--- src/rtl/accel_core_pkg.sv ---
package accel_core_pkg;

    localparam int VEC_LEN = 4;   // Elements per vector
    localparam int ELEM_W  = 8;   // Signed element width
    localparam int ACC_W   = 18;  // Signed accumulator width
    localparam int IDX_W   = $clog2(VEC_LEN);
    localparam logic [IDX_W-1:0] LAST_IDX = IDX_W'(VEC_LEN - 1);

    // Names a weight buffer, FREE means none
    typedef enum logic [1:0] {
        FREE,
        W1,
        W2,
        W3
    } t_buffer_sel;

    typedef logic signed [ELEM_W-1:0] t_elem;
    typedef t_elem [VEC_LEN-1:0] t_vec;

    typedef struct packed {
        logic in_use_by_accel;
        t_vec data;
    } t_metadata_inout;

    typedef struct packed {
        logic in_use;
        t_vec data;
    } t_metadata_weights;

    // Host weight load payload
    typedef struct packed {
        t_buffer_sel sel;
        t_vec        data;
    } t_weight_load;

    // Finished dot product, tagged with the weight buffer it used
    typedef struct packed {
        t_buffer_sel              tag;
        logic signed [ACC_W-1:0]  value;
    } t_dot_result;

    typedef enum logic [1:0] {
        IDLE,
        RUN,
        DONE
    } t_dot_state;

endpackage

--- src/rtl/accel_core.sv ---
module accel_core (
    input  logic                                  Clock,
    input  logic                                  rst_n,
    input  logic                                  in_load,
    input  accel_core_pkg::t_vec                  in_data,
    input  logic                                  done_layer,
    input  logic                                  w_load,
    input  accel_core_pkg::t_weight_load          w_payload,
    output logic [2:0]                            slot_valid,
    output logic [2:0][accel_core_pkg::ACC_W-1:0] slot_value
);

    accel_core_pkg::t_metadata_inout   input_metadata;
    accel_core_pkg::t_metadata_weights w1_metadata;
    accel_core_pkg::t_metadata_weights w2_metadata;
    accel_core_pkg::t_metadata_weights w3_metadata;
    accel_core_pkg::t_buffer_sel       assign_m1;
    accel_core_pkg::t_buffer_sel       assign_m2;
    accel_core_pkg::t_dot_result       result_m1;
    accel_core_pkg::t_dot_result       result_m2;
    logic clear_m1;
    logic clear_m2;
    logic out_valid_m1;
    logic out_valid_m2;
    logic release_w1;
    logic release_w2;
    logic release_w3;
    logic clear_output;

    accel_input_buffer i_input_buffer (.*);

    // Every weight buffer sees the same payload and filters on its own sel
    accel_weight_buffer #(.MY_SEL(accel_core_pkg::W1)) i_weight_buffer_w1 (
        .Clock, .rst_n,
        .load        (w_load),
        .load_data   (w_payload),
        .release_buf (release_w1),
        .metadata    (w1_metadata)
    );

    accel_weight_buffer #(.MY_SEL(accel_core_pkg::W2)) i_weight_buffer_w2 (
        .Clock, .rst_n,
        .load        (w_load),
        .load_data   (w_payload),
        .release_buf (release_w2),
        .metadata    (w2_metadata)
    );

    accel_weight_buffer #(.MY_SEL(accel_core_pkg::W3)) i_weight_buffer_w3 (
        .Clock, .rst_n,
        .load        (w_load),
        .load_data   (w_payload),
        .release_buf (release_w3),
        .metadata    (w3_metadata)
    );

    accel_core_mul_controller i_mul_controller (.*);

    accel_dot_unit i_dot_unit_m1 (
        .Clock, .rst_n,
        .clear          (clear_m1),
        .assign_sel     (assign_m1),
        .input_metadata,
        .w1_metadata, .w2_metadata, .w3_metadata,
        .out_valid      (out_valid_m1),
        .result         (result_m1)
    );

    accel_dot_unit i_dot_unit_m2 (
        .Clock, .rst_n,
        .clear          (clear_m2),
        .assign_sel     (assign_m2),
        .input_metadata,
        .w1_metadata, .w2_metadata, .w3_metadata,
        .out_valid      (out_valid_m2),
        .result         (result_m2)
    );

    accel_output_buffer i_output_buffer (.*);

endmodule

--- src/rtl/accel_core_mul_controller.sv ---
module accel_core_mul_controller (
    input  logic                                Clock,
    input  logic                                rst_n,
    input  accel_core_pkg::t_metadata_inout     input_metadata,
    input  accel_core_pkg::t_metadata_weights   w1_metadata,
    input  accel_core_pkg::t_metadata_weights   w2_metadata,
    input  accel_core_pkg::t_metadata_weights   w3_metadata,
    input  logic                                out_valid_m1,
    input  logic                                out_valid_m2,
    output logic                                clear_output,
    output logic                                clear_m1,
    output logic                                clear_m2,
    output accel_core_pkg::t_buffer_sel         assign_m1,
    output accel_core_pkg::t_buffer_sel         assign_m2,
    output logic                                release_w1,
    output logic                                release_w2,
    output logic                                release_w3
);

    logic [3:1]                  busy;      // In-use flags, indexed like W1..W3
    accel_core_pkg::t_buffer_sel m1_pick;
    accel_core_pkg::t_buffer_sel m1_take;   // Buffer M1 grabs this cycle, if any
    accel_core_pkg::t_buffer_sel m2_pick;
    accel_core_pkg::t_buffer_sel m1_next;
    accel_core_pkg::t_buffer_sel m2_next;
    logic                        in_use_q;

    // Lowest numbered loaded buffer that neither skip value names
    function automatic accel_core_pkg::t_buffer_sel pick_buffer(
        input logic [3:1]                  avail,
        input accel_core_pkg::t_buffer_sel skip_a,
        input accel_core_pkg::t_buffer_sel skip_b
    );
        if (avail[1] && skip_a != accel_core_pkg::W1 && skip_b != accel_core_pkg::W1)
            return accel_core_pkg::W1;
        if (avail[2] && skip_a != accel_core_pkg::W2 && skip_b != accel_core_pkg::W2)
            return accel_core_pkg::W2;
        if (avail[3] && skip_a != accel_core_pkg::W3 && skip_b != accel_core_pkg::W3)
            return accel_core_pkg::W3;
        return accel_core_pkg::FREE;
    endfunction

    assign busy = {w3_metadata.in_use, w2_metadata.in_use, w1_metadata.in_use};

    always_comb begin
        m1_pick = pick_buffer(busy, assign_m2, accel_core_pkg::FREE);
        m1_take = (assign_m1 == accel_core_pkg::FREE) ? m1_pick : accel_core_pkg::FREE;
        m2_pick = pick_buffer(busy, assign_m1, m1_take);  // M1 has priority
        m1_next = assign_m1;
        m2_next = assign_m2;
        if (!input_metadata.in_use_by_accel) begin
            // Layer over, drop both units
            m1_next = accel_core_pkg::FREE;
            m2_next = accel_core_pkg::FREE;
        end else begin
            if (out_valid_m1)
                m1_next = accel_core_pkg::FREE;
            else if (assign_m1 == accel_core_pkg::FREE)
                m1_next = m1_pick;
            if (out_valid_m2)
                m2_next = accel_core_pkg::FREE;
            else if (assign_m2 == accel_core_pkg::FREE)
                m2_next = m2_pick;
        end
    end

    always_ff @(posedge Clock) begin
        if (!rst_n) begin
            assign_m1    <= accel_core_pkg::FREE;
            assign_m2    <= accel_core_pkg::FREE;
            clear_m1     <= 1'b1;
            clear_m2     <= 1'b1;
            in_use_q     <= 1'b0;
            clear_output <= 1'b0;
        end else begin
            assign_m1    <= m1_next;
            assign_m2    <= m2_next;
            clear_m1     <= (assign_m1 == accel_core_pkg::FREE);
            clear_m2     <= (assign_m2 == accel_core_pkg::FREE);
            in_use_q     <= input_metadata.in_use_by_accel;
            clear_output <= input_metadata.in_use_by_accel && !in_use_q;  // New layer
        end
    end

    // Free the buffer a unit held once its result is out
    assign release_w1 = (out_valid_m1 && assign_m1 == accel_core_pkg::W1) ||
                        (out_valid_m2 && assign_m2 == accel_core_pkg::W1);
    assign release_w2 = (out_valid_m1 && assign_m1 == accel_core_pkg::W2) ||
                        (out_valid_m2 && assign_m2 == accel_core_pkg::W2);
    assign release_w3 = (out_valid_m1 && assign_m1 == accel_core_pkg::W3) ||
                        (out_valid_m2 && assign_m2 == accel_core_pkg::W3);

    a_no_shared_buffer: assert property (@(posedge Clock) disable iff (!rst_n)
        assign_m1 == accel_core_pkg::FREE || assign_m1 != assign_m2);

    a_release_loaded: assert property (@(posedge Clock) disable iff (!rst_n)
        !(release_w1 && !w1_metadata.in_use) &&
        !(release_w2 && !w2_metadata.in_use) &&
        !(release_w3 && !w3_metadata.in_use));

endmodule

--- src/rtl/accel_dot_unit.sv ---
module accel_dot_unit (
    input  logic                              Clock,
    input  logic                              rst_n,
    input  logic                              clear,
    input  accel_core_pkg::t_buffer_sel       assign_sel,
    input  accel_core_pkg::t_metadata_inout   input_metadata,
    input  accel_core_pkg::t_metadata_weights w1_metadata,
    input  accel_core_pkg::t_metadata_weights w2_metadata,
    input  accel_core_pkg::t_metadata_weights w3_metadata,
    output logic                              out_valid,
    output accel_core_pkg::t_dot_result       result
);

    accel_core_pkg::t_dot_state                state;
    logic [accel_core_pkg::IDX_W-1:0]          idx;
    logic signed [accel_core_pkg::ACC_W-1:0]   acc;
    logic signed [2*accel_core_pkg::ELEM_W-1:0] product;
    accel_core_pkg::t_vec                      weights;
    logic                                      abort;

    // Weight vector of the buffer this unit holds
    always_comb begin
        case (assign_sel)
            accel_core_pkg::W1: weights = w1_metadata.data;
            accel_core_pkg::W2: weights = w2_metadata.data;
            accel_core_pkg::W3: weights = w3_metadata.data;
            default:            weights = '0;
        endcase
    end

    assign product = $signed(input_metadata.data[idx]) * $signed(weights[idx]);
    assign abort   = clear || assign_sel == accel_core_pkg::FREE;  // Layer ended under us

    always_ff @(posedge Clock) begin
        if (!rst_n) begin
            state     <= accel_core_pkg::IDLE;
            idx       <= '0;
            out_valid <= 1'b0;
        end else begin
            out_valid <= 1'b0;
            case (state)
                accel_core_pkg::IDLE: begin
                    idx <= '0;
                    if (!clear && assign_sel != accel_core_pkg::FREE)
                        state <= accel_core_pkg::RUN;
                end
                accel_core_pkg::RUN: begin
                    idx <= idx + 1'b1;
                    if (abort) begin
                        state <= accel_core_pkg::IDLE;
                    end else if (idx == accel_core_pkg::LAST_IDX) begin
                        state     <= accel_core_pkg::DONE;
                        out_valid <= 1'b1;   // Single pulse on entering DONE
                    end
                end
                accel_core_pkg::DONE: begin
                    if (clear)
                        state <= accel_core_pkg::IDLE;
                end
                default: state <= accel_core_pkg::IDLE;
            endcase
        end
    end

    // One product per RUN cycle
    always_ff @(posedge Clock) begin
        if (state == accel_core_pkg::IDLE)
            acc <= '0;
        else if (state == accel_core_pkg::RUN)
            acc <= acc + product;
    end

    assign result.tag   = assign_sel;
    assign result.value = acc;

    a_single_pulse: assert property (@(posedge Clock) disable iff (!rst_n)
        out_valid |=> !out_valid);

endmodule

--- src/rtl/accel_input_buffer.sv ---
module accel_input_buffer (
    input  logic                            Clock,
    input  logic                            rst_n,
    input  logic                            in_load,
    input  accel_core_pkg::t_vec            in_data,
    input  logic                            done_layer,
    output accel_core_pkg::t_metadata_inout input_metadata
);

    logic                 in_use;
    accel_core_pkg::t_vec data;

    always_ff @(posedge Clock) begin
        if (!rst_n)
            in_use <= 1'b0;
        else if (in_load)
            in_use <= 1'b1;   // Held by the accelerator for the whole layer
        else if (done_layer)
            in_use <= 1'b0;
    end

    always_ff @(posedge Clock) begin
        if (in_load)
            data <= in_data;
    end

    assign input_metadata.in_use_by_accel = in_use;
    assign input_metadata.data            = data;

    a_load_vs_done: assert property (@(posedge Clock) disable iff (!rst_n)
        !(in_load && done_layer));

endmodule

--- src/rtl/accel_output_buffer.sv ---
module accel_output_buffer (
    input  logic                                    Clock,
    input  logic                                    rst_n,
    input  logic                                    clear_output,
    input  logic                                    out_valid_m1,
    input  logic                                    out_valid_m2,
    input  accel_core_pkg::t_dot_result             result_m1,
    input  accel_core_pkg::t_dot_result             result_m2,
    output logic [2:0]                              slot_valid,
    output logic [2:0][accel_core_pkg::ACC_W-1:0]   slot_value
);

    logic [2:0] wr_m1;
    logic [2:0] wr_m2;

    // Slot write enable, bit 0 is W1
    function automatic logic [2:0] slot_hit(
        input logic                        valid,
        input accel_core_pkg::t_buffer_sel tag
    );
        logic [2:0] hit;
        case (tag)
            accel_core_pkg::W1: hit = 3'b001;
            accel_core_pkg::W2: hit = 3'b010;
            accel_core_pkg::W3: hit = 3'b100;
            default:            hit = 3'b000;  // Aborted run, nowhere to go
        endcase
        return valid ? hit : 3'b000;
    endfunction

    assign wr_m1 = slot_hit(out_valid_m1, result_m1.tag);
    assign wr_m2 = slot_hit(out_valid_m2, result_m2.tag);

    always_ff @(posedge Clock) begin
        if (!rst_n)
            slot_valid <= '0;
        else
            slot_valid <= (clear_output ? 3'b000 : slot_valid) | wr_m1 | wr_m2;
    end

    always_ff @(posedge Clock) begin
        for (int i = 0; i < 3; i++) begin
            if (wr_m1[i])
                slot_value[i] <= result_m1.value;
            else if (wr_m2[i])
                slot_value[i] <= result_m2.value;
        end
    end

    a_distinct_tags: assert property (@(posedge Clock) disable iff (!rst_n)
        !(out_valid_m1 && out_valid_m2 && result_m1.tag == result_m2.tag));

endmodule

--- src/rtl/accel_weight_buffer.sv ---
module accel_weight_buffer #(
    parameter accel_core_pkg::t_buffer_sel MY_SEL = accel_core_pkg::W1
) (
    input  logic                              Clock,
    input  logic                              rst_n,
    input  logic                              load,
    input  accel_core_pkg::t_weight_load      load_data,
    input  logic                              release_buf,
    output accel_core_pkg::t_metadata_weights metadata
);

    logic                 in_use;
    logic                 take;
    accel_core_pkg::t_vec data;

    // Loads aimed at a busy buffer are dropped
    assign take = load && load_data.sel == MY_SEL && !in_use;

    always_ff @(posedge Clock) begin
        if (!rst_n)
            in_use <= 1'b0;
        else if (release_buf)
            in_use <= 1'b0;
        else if (take)
            in_use <= 1'b1;
    end

    always_ff @(posedge Clock) begin
        if (take)
            data <= load_data.data;
    end

    assign metadata.in_use = in_use;
    assign metadata.data   = data;

    a_release_when_busy: assert property (@(posedge Clock) disable iff (!rst_n)
        release_buf |-> in_use);

endmodule

--- config.mk ---
export PLATFORM = sky130hd
export DESIGN_NAME = accel_core
export DESIGN_NICKNAME = d
export VERILOG_FILES = /design/src/rtl/accel_core_pkg.sv /design/src/rtl/accel_core.sv /design/src/rtl/accel_core_mul_controller.sv /design/src/rtl/accel_dot_unit.sv /design/src/rtl/accel_input_buffer.sv /design/src/rtl/accel_output_buffer.sv /design/src/rtl/accel_weight_buffer.sv
export SDC_FILE = /design/constraint.sdc
export NUM_CORES = 1
export LEC_CHECK = 0
export BUFFER_PORTS_ARGS = -buffer_cell sky130_fd_sc_hd__buf_2
export CAP_MARGIN = 20
export CORE_MARGIN = 3
export CORE_UTILIZATION = 40
export CTS_CLUSTER_SIZE = 25
export DETAILED_ROUTE_END_ITERATION = 7
export MAX_ROUTING_LAYER = met4
export PLACE_DENSITY = 0.7
export SLEW_MARGIN = 20
export SYNTH_ARGS = -nofsm -noshare
export SYNTH_HDL_FRONTEND = slang
export SYNTH_HIERARCHICAL = 1
export SYNTH_SLANG_ARGS = --single-unit
--- constraint.sdc ---
create_clock -name Clock -period 5.8 [get_ports Clock]
set_clock_uncertainty 0.1 [all_clocks]
set_input_delay 0.87 -clock Clock [delete_from_list [all_inputs] [get_ports Clock]]
set_output_delay 0.87 -clock Clock [all_outputs]
set_load 0.03 [all_outputs]
==> flow_summary_export.csv, run 1 <==
group,metric,value,unit
clocking,ctsRootBufferMaster,"clkbuf_16",
setup_path,rr_startpoint,"i_mul_controller/assign_m1[0]",
layout,drive_gt1_share,41.9,%
global_route,grt-ovfl-total,0,
logic_synthesis,synth-async-reset-ratio,0,%
layout,nFillCells,3500,
floorplanning,coreArea,42200,um^2
floorplanning,io_pins,128,
sta,slew_headroom,23.2,%
setup_path,crit_path_frequent_cell,"fa_1",
setup_path,crit_type,"flip-flop to flip-flop",
sta,post-route-min-period,5.99,ns
floorplanning,die_y,214,um
global_route,globalRouteTotalUtil,20.1,%
pwr,ir_drop,0.000245,V
logic_synthesis,ys_top_cells_by_area,"edfxtp_1 32%, fa_1 19%, dfxtp_1 7.1%, mux2_2 6.3%, ha_1 6.2%",
setup_path,start_kind,"flip-flop",
setup_path,worstSetupEndpoint,"i_dot_unit_m1/acc[17]",
logic_synthesis,synth_enable_flop_cells,182,
flow_run,maxCapViolations,0,
logic_synthesis,synth_top_flop_cell,"edfxtp_1",
route,drcViolationCount,0,
sta,timing.final.ws_setup,-0.195,ns
setup_path,crit_fanout,8,
setup_path,cp.required,6.12,ns
route,via_per_inst,5.37,
sta,setup_violations,8,
logic_synthesis,ys_seq_area_share,38.8,%
global_route,grt_max_degree,34,
sta,worst-slew-pin-transition,1.15,ns
route,wirelength,45400,um
clocking,cts_buffers,27,
setup_path,cp_slowest_stage_delay,0.58,ns
place,dp_slack,-0.448,ns
logic_synthesis,synth_area,17200,um^2
sta,rsz0062_at_grt,"true",
setup_path,critical_path_arrival,6.31,ns
route,detail-route-antenna-nets,0,
logic_synthesis,syn-num-nets,1704,
logic_synthesis,yosysWarningCount,6,
layout,fin_cells,2243,
setup_path,ff2ff_setup_slack,-0.19,ns
hold_path,hp-class,"flip-flop to flip-flop",
logic_synthesis,synth_top_cell_area_share,31.7,%
sta,fin_crit_sh,103,%
setup_path,rr_endpoint,"i_dot_unit_m1/acc[17]",
logic_synthesis,synth_cell_type_count,78,
outcome,violations,"negative setup slack",
clocking,h-tree-depth,1,
layout,final_cell_area,22200,um^2
pwr,power.leakage,9.62,nW
sta,fmax,0.167,GHz
logic_synthesis,synth_area_per_cell,12.4,um^2
place,numPortBuffers,127,
sta,slew_viol_final,0,
setup_path,crit_start,"i_mul_controller/assign_m1[0]",
setup_path,end_kind,"flip-flop",
floorplanning,placementRows,75,
layout,seq_area,6700,um^2
floorplanning,die_x,214,um
place,routabilityCongestion,0.867,
route,vias,12100,
clocking,cts_sinks,243,
pwr,power_density,184,nW/um^2
layout,antennaDiodeCount,0,
global_route,antenna_found_initial,1,
clocking,insertion_delay,0.57,ns
clocking,clkSlewWorstSetupHoldPaths,0.06,ns
layout,area_growth,28.4,%
route,drt-initial-drc-count,775,
floorplanning,start_util,40.8,%
global_route,grt_first_pass_wirelength,69100,um
global_route,grt_pass1_vias,12600,
setup_path,path_cells,"and2b_4, buf_12, buf_16, a22oi_1, a211oi_1, a21o_1, buf_4, nand2_1, fa_1, fa_1, inv_2, fa_1, fa_1, fa_1, ha_4, o211ai_2, o211ai_1, a41o_1, a221oi_4, mux2i_1, o311ai_1",
logic_synthesis,synth_seq_cells,243,
outcome,status,"complete, but fails checks",
sta,hold_viol,0,
route,drt_pass1_iterations,5,
clocking,clk_path_buf_depth,3,
place,hpwlAfterDp,33000,um
route,wl_per_cell,20.2,um
place,dp.cells,2138,
layout,multi_input_area,10600,um^2
setup_path,reg2reg_depth,21,
clocking,cts_tree,"built",
layout,final_util,52.5,%
floorplanning,dieArea,45700,um^2
place,placed_area,19500,um^2
logic_synthesis,synth_cells,1387,
setup_path,cpMaxStageDelayCell,"fa_1",
logic_synthesis,yosysTopAreaCell,"edfxtp_1",
layout,nets,2000,
[sequential cells by signal, indices dropped and copies added (netlist names), 3 cells and up]
signal	flops
i_weight_buffer_w3/metadata	32
i_output_buffer/slot_value	54
i_output_buffer/slot_valid	3
i_dot_unit_m2/acc	18
i_weight_buffer_w2/metadata	32
i_weight_buffer_w1/metadata	32
i_input_buffer/input_metadata	32
i_dot_unit_m1/acc	18
[worst max-delay path: cells and delay by family (launching register included)]
family / cells / cell delay [ns]
DFF: 1 / 0.39
adders and majority gates: 6 / 2.85
and+or+nand+nor: 2 / 0.30
AOI/OAI and AO/OA: 8 / 1.52
muxes: 1 / 0.23
buffers and inverters: 4 / 0.44
[metal layers]
metal  GRT usage [%]  vias up  wire [um]
li1                -     5468          -
met1            25.2     6096      19100
met2            33.7      385      22200
met3            3.39      104       2710
met4            6.04        0       1420
met5               -        -          0
[where the power goes]
group | total, mW | internal, mW | switching (mW)
logic | 0.426 | 0.204 | 0.222
registers | 1.93 | 1.91 | 0.0256
clock network | 1.71 | 1.00 | 0.706
[cells by family after synthesis]
group | Yosys count | synth area share (%)
adder cells (fa/ha/maj) | 246 | 24.8
flip-flops | 243 | 38.8
buffers and inverters | 246 | 6.25
AO/OA/AOI/OAI | 245 | 11.0
multiplexers | 139 | 10.2
XOR/XNOR | 36 | 1.83
AND/OR/NAND/NOR | 232 | 7.15
[cell usage after synthesis, types with 5 or more instances]
cell	n
edfxtp_1	182
inv_1	177
fa_1	160
mux2_2	97
nand2_1	90
ha_1	86
dfxtp_1	61
a21oi_1	37
a22oi_1	34
and2_1	32
a221oi_1	29
nor2_1	26
xnor2_1	25
buf_2	21
o21ai_0	21
a22o_1	20
a211oi_1	19
a21o_1	19
nand2b_1	19
nor2b_1	17
mux2_1	15
mux4_2	15
buf_4	12
clkbuf_1	12
buf_6	11
xor2_1	11
buf_1	8
mux2_4	8
a31oi_1	7
o211ai_1	6
a211oi_2	5
a21oi_2	5
a221oi_2	5
inv_2	5
nand3_1	5
nand3b_1	5
o31ai_1	5
[cells in the final DEF (no fill, tap or decap), drive strengths merged, types with 20 or more instances in the layout]
cell type / netlist / final
fa: 160 / 160
clkbuf: 12 / 35
nand2: 91 / 91
buf: 52 / 330
xnor2: 25 / 25
and2: 33 / 33
a221oi: 35 / 35
a21oi: 44 / 44
nand2b: 20 / 20
a211oi: 24 / 24
edfxtp: 182 / 182
a21o: 22 / 22
a22o: 20 / 20
nor2: 26 / 26
ha: 86 / 86
a22oi: 34 / 34
inv: 182 / 185
dfxtp: 61 / 61
o21ai: 26 / 26
mux2: 120 / 120
[worst min path at each step]
stage          depth (start not counted)                                 to  slack [ns]                      start
2_1_floorplan                          1      i_mul_controller/clear_output        0.27  i_mul_controller/in_use_q
3_3_place_gp                           1      i_mul_controller/clear_output        0.34  i_mul_controller/in_use_q
3_5_place_dp                           1      i_mul_controller/clear_output        0.33  i_mul_controller/in_use_q
4_1_cts                                1   i_input_buffer/input_metadata[8]        0.35                 in_data[8]
5_1_grt                                1  i_input_buffer/input_metadata[30]        0.35                in_data[30]
6_report                               1      i_mul_controller/clear_output        0.37  i_mul_controller/in_use_q
[cell type report]
type                       count  share of cell area (%)
multi-input combinational    898                    47.8
sequential                   243                    30.2
timing repair buffer         331                    11.7
inverter                     182                    3.10
clock buffer                  34                    3.36
tap                          539                    3.04
clock inverter                16                   0.706
[what timing repair did]
item,4_1_cts,5_1_grt
cloned,6,1
pin swaps,43,120
setup endpoints to repair,14,16
setup buffers,26,28
hold buffers,0,0
gates resized for setup,107,135
[through the flow]
step                setup TNS [ns]  power, mW  hold slack (ns)
global route                 -2.90       4.22            0.355
detailed placement           -3.15       2.32            0.331
finish                      -0.604       4.07            0.371
global placement             -1.95       2.31            0.341
floorplan                        0       2.17            0.268
CTS                         -0.282       4.06            0.351
Power figures use the tool's default switching activity.
==> run 2, diff against run 1 <==
--- a/config.mk
+++ b/config.mk
@@ -6,7 +6,8 @@
 export NUM_CORES = 1
 export LEC_CHECK = 0
 export BUFFER_PORTS_ARGS = -buffer_cell sky130_fd_sc_hd__buf_2
-export CAP_MARGIN = 20
+export CAP_MARGIN = 10
+export CORE_ASPECT_RATIO = 1.4
 export CORE_MARGIN = 3
 export CORE_UTILIZATION = 40
 export CTS_CLUSTER_SIZE = 25
==> flow_summary_export.csv, run 2 (synthesis results as in run 1) <==
group,metric,value,unit
global_route,grt-ovfl-total,0,
place,routabilityCongestion,0.906,
layout,largest_reg_flops,54,
route,wirelength,44400,um
setup_path,worstSetupEndpoint,"i_dot_unit_m1/acc[17]",
sta,post-route-min-period,5.93,ns
floorplanning,die_y,252,um
hold_path,hp-class,"flip-flop to flip-flop",
setup_path,ff2ff_setup_slack,-0.13,ns
setup_path,critical_path_arrival,6.25,ns
setup_path,reg2reg_depth,22,
clocking,clk_path_buf_depth,3,
global_route,globalRouteTotalUtil,19.8,%
setup_path,end_kind,"flip-flop",
floorplanning,start_util,40.7,%
global_route,antenna_found_initial,2,
floorplanning,die_x,182,um
layout,layout_common_cells,"182 x edfxtp_1, 166 x inv_1, 153 x fa_1",
sta,hold_viol,0,
sta,slew_viol_final,0,
pwr,power.leakage,9.49,nW
setup_path,path_cells,"buf_12, and2b_4, buf_6, buf_4, a22oi_2, a211oi_2, a21o_1, nand2_2, inv_2, buf_4, fa_1, fa_1, fa_1, fa_1, ha_1, ha_2, o211ai_1, nand2_2, a41o_1, a221oi_4, mux2i_1, o311ai_1",
setup_path,rr_startpoint,"i_mul_controller/assign_m1[0]",
clocking,clkSlewWorstSetupHoldPaths,0.07,ns
route,drt-initial-drc-count,739,
clocking,ctsRootBufferMaster,"clkbuf_16",
global_route,grt_pass1_vias,12700,
sta,rsz0062_at_grt,"true",
layout,drive_gt1_share,39.9,%
setup_path,cp_slowest_stage_delay,0.54,ns
sta,setup_violations,5,
layout,top_register,"i_output_buffer/slot_value",
setup_path,crit_path_frequent_cell,"fa_1",
outcome,violations,"negative setup slack",
sta,fin_crit_sh,102,%
setup_path,worstSetupPathDepth,22,
setup_path,crit_start,"i_mul_controller/assign_m1[0]",
route,wl_per_cell,19.9,um
setup_path,crit_type,"flip-flop to flip-flop",
floorplanning,placementRows,89,
place,placed_area,19400,um^2
place,hpwlAfterDp,33200,um
layout,final_cell_area,21800,um^2
setup_path,crit_family,"adder cells",
setup_path,rr_endpoint,"i_dot_unit_m1/acc[17]",
pwr,power_density,185,nW/um^2
clocking,cts_sinks,243,
clocking,cts_buffers,26,
route,drcViolationCount,0,
setup_path,cp.required,6.13,ns
floorplanning,dieArea,45700,um^2
outcome,status,"complete, but fails checks",
setup_path,start_kind,"flip-flop",
layout,final_common_cell,"edfxtp_1",
flow_run,maxCapViolations,0,
setup_path,cpMaxStageDelayCell,"fa_1",
clocking,insertion_delay,0.56,ns
sta,worst-slew-pin-transition,1.04,ns
sta,slew_headroom,30.7,%
floorplanning,coreArea,42400,um^2
route,via_per_inst,5.35,
pwr,power,4.02,mW
clocking,h-tree-depth,1,
route,drt_pass1_iterations,5,
setup_path,crit_fanout,6,
floorplanning,io_pins,128,
global_route,grt_max_degree,34,
sta,timing.final.ws_setup,-0.127,ns
place,numPortBuffers,127,
layout,nets,1976,
route,detail-route-antenna-nets,0,
clocking,cts_tree,"built",
route,vias,11900,
setup_path,cp_num_buf_inv,5,
global_route,grt_first_pass_wirelength,70000,um
sta,fmax,0.169,GHz
layout,area_growth,26.3,%
pwr,ir_drop,0.000227,V
clocking,cts_hold_buf,0,
-- run 2: cell types whose count changed in the layout (fill, tap and decap cells not counted), sizes merged --
cell / previous run / this run
buf: 330 / 307
bufinv: 2 / 3
clkinvlp: 4 / 2
diode: 0 / 3
clkinv: 7 / 9
bufbuf: 0 / 1
inv: 185 / 183
clkbuf: 35 / 33
-- run 2: what timing repair did --
item	CTS	global route
pin swaps	88	47
resized for setup	117	89
endpoints found under the setup margin	12	15
setup buffers	20	15
gates cloned	7	0
-- run 2: cell type report --
| type | count | area (um^2) |
|---|---|---|
| Clock buffer | 33 | 687 |
| Timing Repair Buffer | 308 | 2390 |
| Antenna cell | 3 | 7.51 |
| Inverter | 182 | 683 |
| Multi-Input combinational cell | 898 | 10500 |
| Sequential cell | 243 | 6700 |
| Fill cell | 3514 | 20600 |
| Tap cell | 546 | 683 |
| Clock inverter | 15 | 178 |
-- run 2: worst min-delay path by stage --
stage                         startpoint                             to  slack (ns)  cells after the start
3_5_place_dp   i_mul_controller/in_use_q  i_mul_controller/clear_output        0.28                      1
2_1_floorplan  i_mul_controller/in_use_q  i_mul_controller/clear_output        0.27                      1
4_1_cts        i_mul_controller/in_use_q  i_mul_controller/clear_output        0.31                      1
3_3_place_gp   i_mul_controller/in_use_q  i_mul_controller/clear_output        0.28                      1
6_report       i_mul_controller/in_use_q  i_mul_controller/clear_output        0.31                      1
5_1_grt        i_mul_controller/in_use_q  i_mul_controller/clear_output        0.32                      1
-- run 2: through the flow --
step           TNS (ns)  hold slack, ns  std cells  util, %  setup WS (ns)
2_1_floorplan         0           0.268       1387        -        0.00197
3_3_place_gp     -0.517           0.278       2136     45.8         -0.119
3_5_place_dp      -1.23           0.282       2136     45.8         -0.242
4_1_cts         -0.0527           0.311       2211     50.0        -0.0376
5_1_grt           -2.33           0.323       2227     51.3         -0.315
6_report         -0.249           0.307       2228     51.3         -0.127
-- run 2: worst reg2reg max path, delay by kind of cell, from the launching register on --
family,cells,cell delay [ns]
compound gates,7,1.47
fa+ha+maj,6,2.59
buf+inv,5,0.60
flops,1,0.37
mux,1,0.24
simple gates,3,0.42
-- run 2: routing by layer --
| metal | vias to the layer above | wire [um] | share of wire (%) | global-route usage, % |
|---|---|---|---|---|
| met1 | 6010 | 16800 | 38 | 22.5 |
| li1 | 5449 | - | - | - |
| met5 | - | 0 | 0 | - |
| met3 | 103 | 2350 | 5.3 | 3.07 |
| met4 | 0 | 1650 | 3.7 | 6.55 |
| met2 | 355 | 23600 | 53 | 35.5 |
-- run 2: power breakdown --
| part | switching [mW] | internal, mW | total (mW) |
|---|---|---|---|
| clock | 0.701 | 0.978 | 1.68 |
| combinational | 0.215 | 0.196 | 0.412 |
| sequential | 0.0253 | 1.91 | 1.93 |
| total | 0.941 | 3.08 | 4.02 |
==> run 3, diff against run 2 <==
--- a/config.mk
+++ b/config.mk
@@ -14,6 +14,7 @@
 export DETAILED_ROUTE_END_ITERATION = 7
 export MAX_ROUTING_LAYER = met4
 export PLACE_DENSITY = 0.7
+export REMOVE_ABC_BUFFERS = 1
 export SLEW_MARGIN = 20
 export SYNTH_ARGS = -nofsm -noshare
 export SYNTH_HDL_FRONTEND = slang
==> flow_summary_export.csv, run 3 (synthesis results as in run 1) <==
group,metric,value,unit
outcome,status,"complete, but fails checks",
outcome,violations,"negative setup slack",
clocking,clk_path_buf_depth,3,
setup_path,critical_path_arrival,6.38,ns
global_route,globalRouteTotalUtil,19.6,%
setup_path,crit_fanout,11,
layout,nFillCells,3494,
route,drcViolationCount,0,
setup_path,cpMaxStageDelayCell,"fa_2",
layout,area_growth,26.2,%
pwr,p_sw,0.957,mW
pwr,p_comb_share,9.8,%
hold_path,hp-start,"i_mul_controller/in_use_q",
floorplanning,dieArea,45700,um^2
floorplanning,die_y,252,um
sta,rsz0062_at_grt,"true",
setup_path,cp_slowest_stage_delay,0.59,ns
route,drt-initial-drc-count,682,
sta,post-route-min-period,6.06,ns
floorplanning,die_x,182,um
pwr,cell_internal_pwr,3.10,mW
hold_path,hold_end,"i_mul_controller/clear_output",
setup_path,cp.required,6.12,ns
sta,whs,0.286,ns
global_route,grt-ovfl-total,0,
sta,slew_headroom,27.9,%
setup_path,crit_path_frequent_cell,"fa_1",
floorplanning,start_util,40.7,%
clocking,clkSlewWorstSetupHoldPaths,0.06,ns
pwr,ir_drop,0.000233,V
flow_run,maxCapViolations,0,
route,drt_pass1_iterations,5,
layout,final_util,51.3,%
pwr,power_density,186,nW/um^2
route,detail-route-antenna-nets,0,
route,wirelength,44700,um
route,wl_per_cell,19.9,um
sta,setup_violations,11,
setup_path,crit_type,"flip-flop to flip-flop",
sta,timing.final.ws_setup,-0.264,ns
sta,fin_setup_tns,-1.64,ns
layout,drive_gt1_share,40.4,%
hold_path,hp-class,"flip-flop to flip-flop",
clocking,cts_tree,"built",
floorplanning,placementRows,89,
layout,final_common_cell,"edfxtp_1",
setup_path,ff2ff_setup_slack,-0.26,ns
floorplanning,coreArea,42400,um^2
sta,fmax,0.165,GHz
place,routabilityCongestion,0.891,
route,vias,12100,
pwr,power.leakage,9.56,nW
sta,slew_viol_final,0,
layout,antennaDiodeCount,0,
pwr,p_clk_share,42.5,%
layout,top_register,"i_output_buffer/slot_value",
sta,hold_viol,0,
sta,fin_crit_sh,105,%
global_route,grt_pass1_vias,13000,
layout,nets,1997,
setup_path,rr_endpoint,"i_dot_unit_m1/acc[17]",
clocking,h-tree-depth,1,
pwr,switching_share,23.6,%
layout,fin_cells,2246,
place,hpwlAfterDp,33200,um
global_route,grt_first_pass_wirelength,69600,um
clocking,cts_buffers,26,
setup_path,path_cells,"and2b_2, buf_12, a22oi_1, a211oi_1, a21oi_2, buf_4, or2_2, fa_1, fa_1, inv_2, fa_1, fa_1, fa_2, ha_4, o211ai_2, o211ai_1, a41o_1, a221oi_4, mux2i_1, o311ai_1",
global_route,antenna_found_initial,0,
layout,largest_reg_flops,54,
setup_path,reg2reg_depth,20,
global_route,grt_max_degree,34,
route,via_per_inst,5.39,
sta,worst-slew-pin-transition,1.08,ns
place,numPortBuffers,127,
setup_path,end_kind,"flip-flop",
floorplanning,io_pins,128,
pwr,p_seq_share,47.7,%
hold_path,holdPathStages,1,
layout,layout_common_cells,"182 x edfxtp_1, 165 x inv_1, 163 x buf_4",
clocking,insertion_delay,0.56,ns
setup_path,rr_startpoint,"i_mul_controller/assign_m1[1]",
layout,multi_input_area,10300,um^2
place,dp_slack,-0.433,ns
clocking,ctsRootBufferMaster,"clkbuf_16",
setup_path,start_kind,"flip-flop",
clocking,cts_sinks,243,
layout,seq_area,6700,um^2
place,dp.cells,2153,
[run 3: worst max-delay path: cells and delay by family (launching register included)]
family | cells | cell delay, ns
adder cells (fa/ha/maj) | 6 | 2.78
AO/OA/AOI/OAI | 8 | 1.51
AND/OR/NAND/NOR | 2 | 0.58
buffers and inverters | 3 | 0.37
flip-flops | 1 | 0.36
multiplexers | 1 | 0.22
[run 3: layer usage]
| layer | global-route usage [%] | up-vias | routed length, um |
|---|---|---|---|
| met2 | 36.9 | 340 | 24700 |
| met1 | 21.6 | 6185 | 16700 |
| met3 | 1.73 | 102 | 1760 |
| met5 | - | - | 0 |
| met4 | 7.01 | 0 | 1550 |
| li1 | - | 5475 | - |
[run 3: metrics by stage]
step                power, mW  instance area (um^2)
finish                   4.06                 21800
global route             4.20                 21800
CTS                      4.07                 21000
detailed placement       2.31                 19500
global placement         2.30                 19500
floorplan                2.16                 16900
[run 3: power groups by stage]
stage | Sequential, mW | Clock, mW | Combinational (mW)
floorplan | 1.96 | 0 | 0.197
global placement | 1.97 | 0 | 0.327
detailed placement | 1.97 | 0 | 0.339
CTS | 1.93 | 1.77 | 0.370
global route | 1.94 | 1.82 | 0.438
finish | 1.94 | 1.72 | 0.396
[run 3: final cells by class]
cell class	instances	area share, %
Clock buffer	29	3.14
Clock inverter	19	0.983
Inverter	182	3.14
Multi-Input combinational cell	898	47.5
Sequential cell	243	30.8
Tap cell	546	3.14
Timing Repair Buffer	329	11.3
[run 3: worst max-delay path by stage]
stage,startpoint,endpoint,slack [ns],cells after the start
after floorplan,i_mul_controller/assign_m2[0],i_dot_unit_m2/acc[16],-1.56,17
final,i_mul_controller/assign_m1[1],i_dot_unit_m1/acc[17],-0.26,20
after CTS,i_mul_controller/assign_m1[0],i_dot_unit_m1/acc[17],-0.13,20
after global routing,i_mul_controller/assign_m1[1],i_dot_unit_m1/acc[17],-0.49,20
after global placement,i_mul_controller/assign_m1[1],i_dot_unit_m1/acc[17],-0.34,18
after detailed placement,i_mul_controller/assign_m1[1],i_dot_unit_m1/acc[17],-0.43,20
[run 3: repair_timing]
action                                  4_1_cts  5_1_grt
buffers inserted                             17       30
hold buffers                                  0        0
gates resized for setup                      95      108
pin swaps                                    68       94
gates cloned                                  3        1
endpoints found under the setup margin       12       17
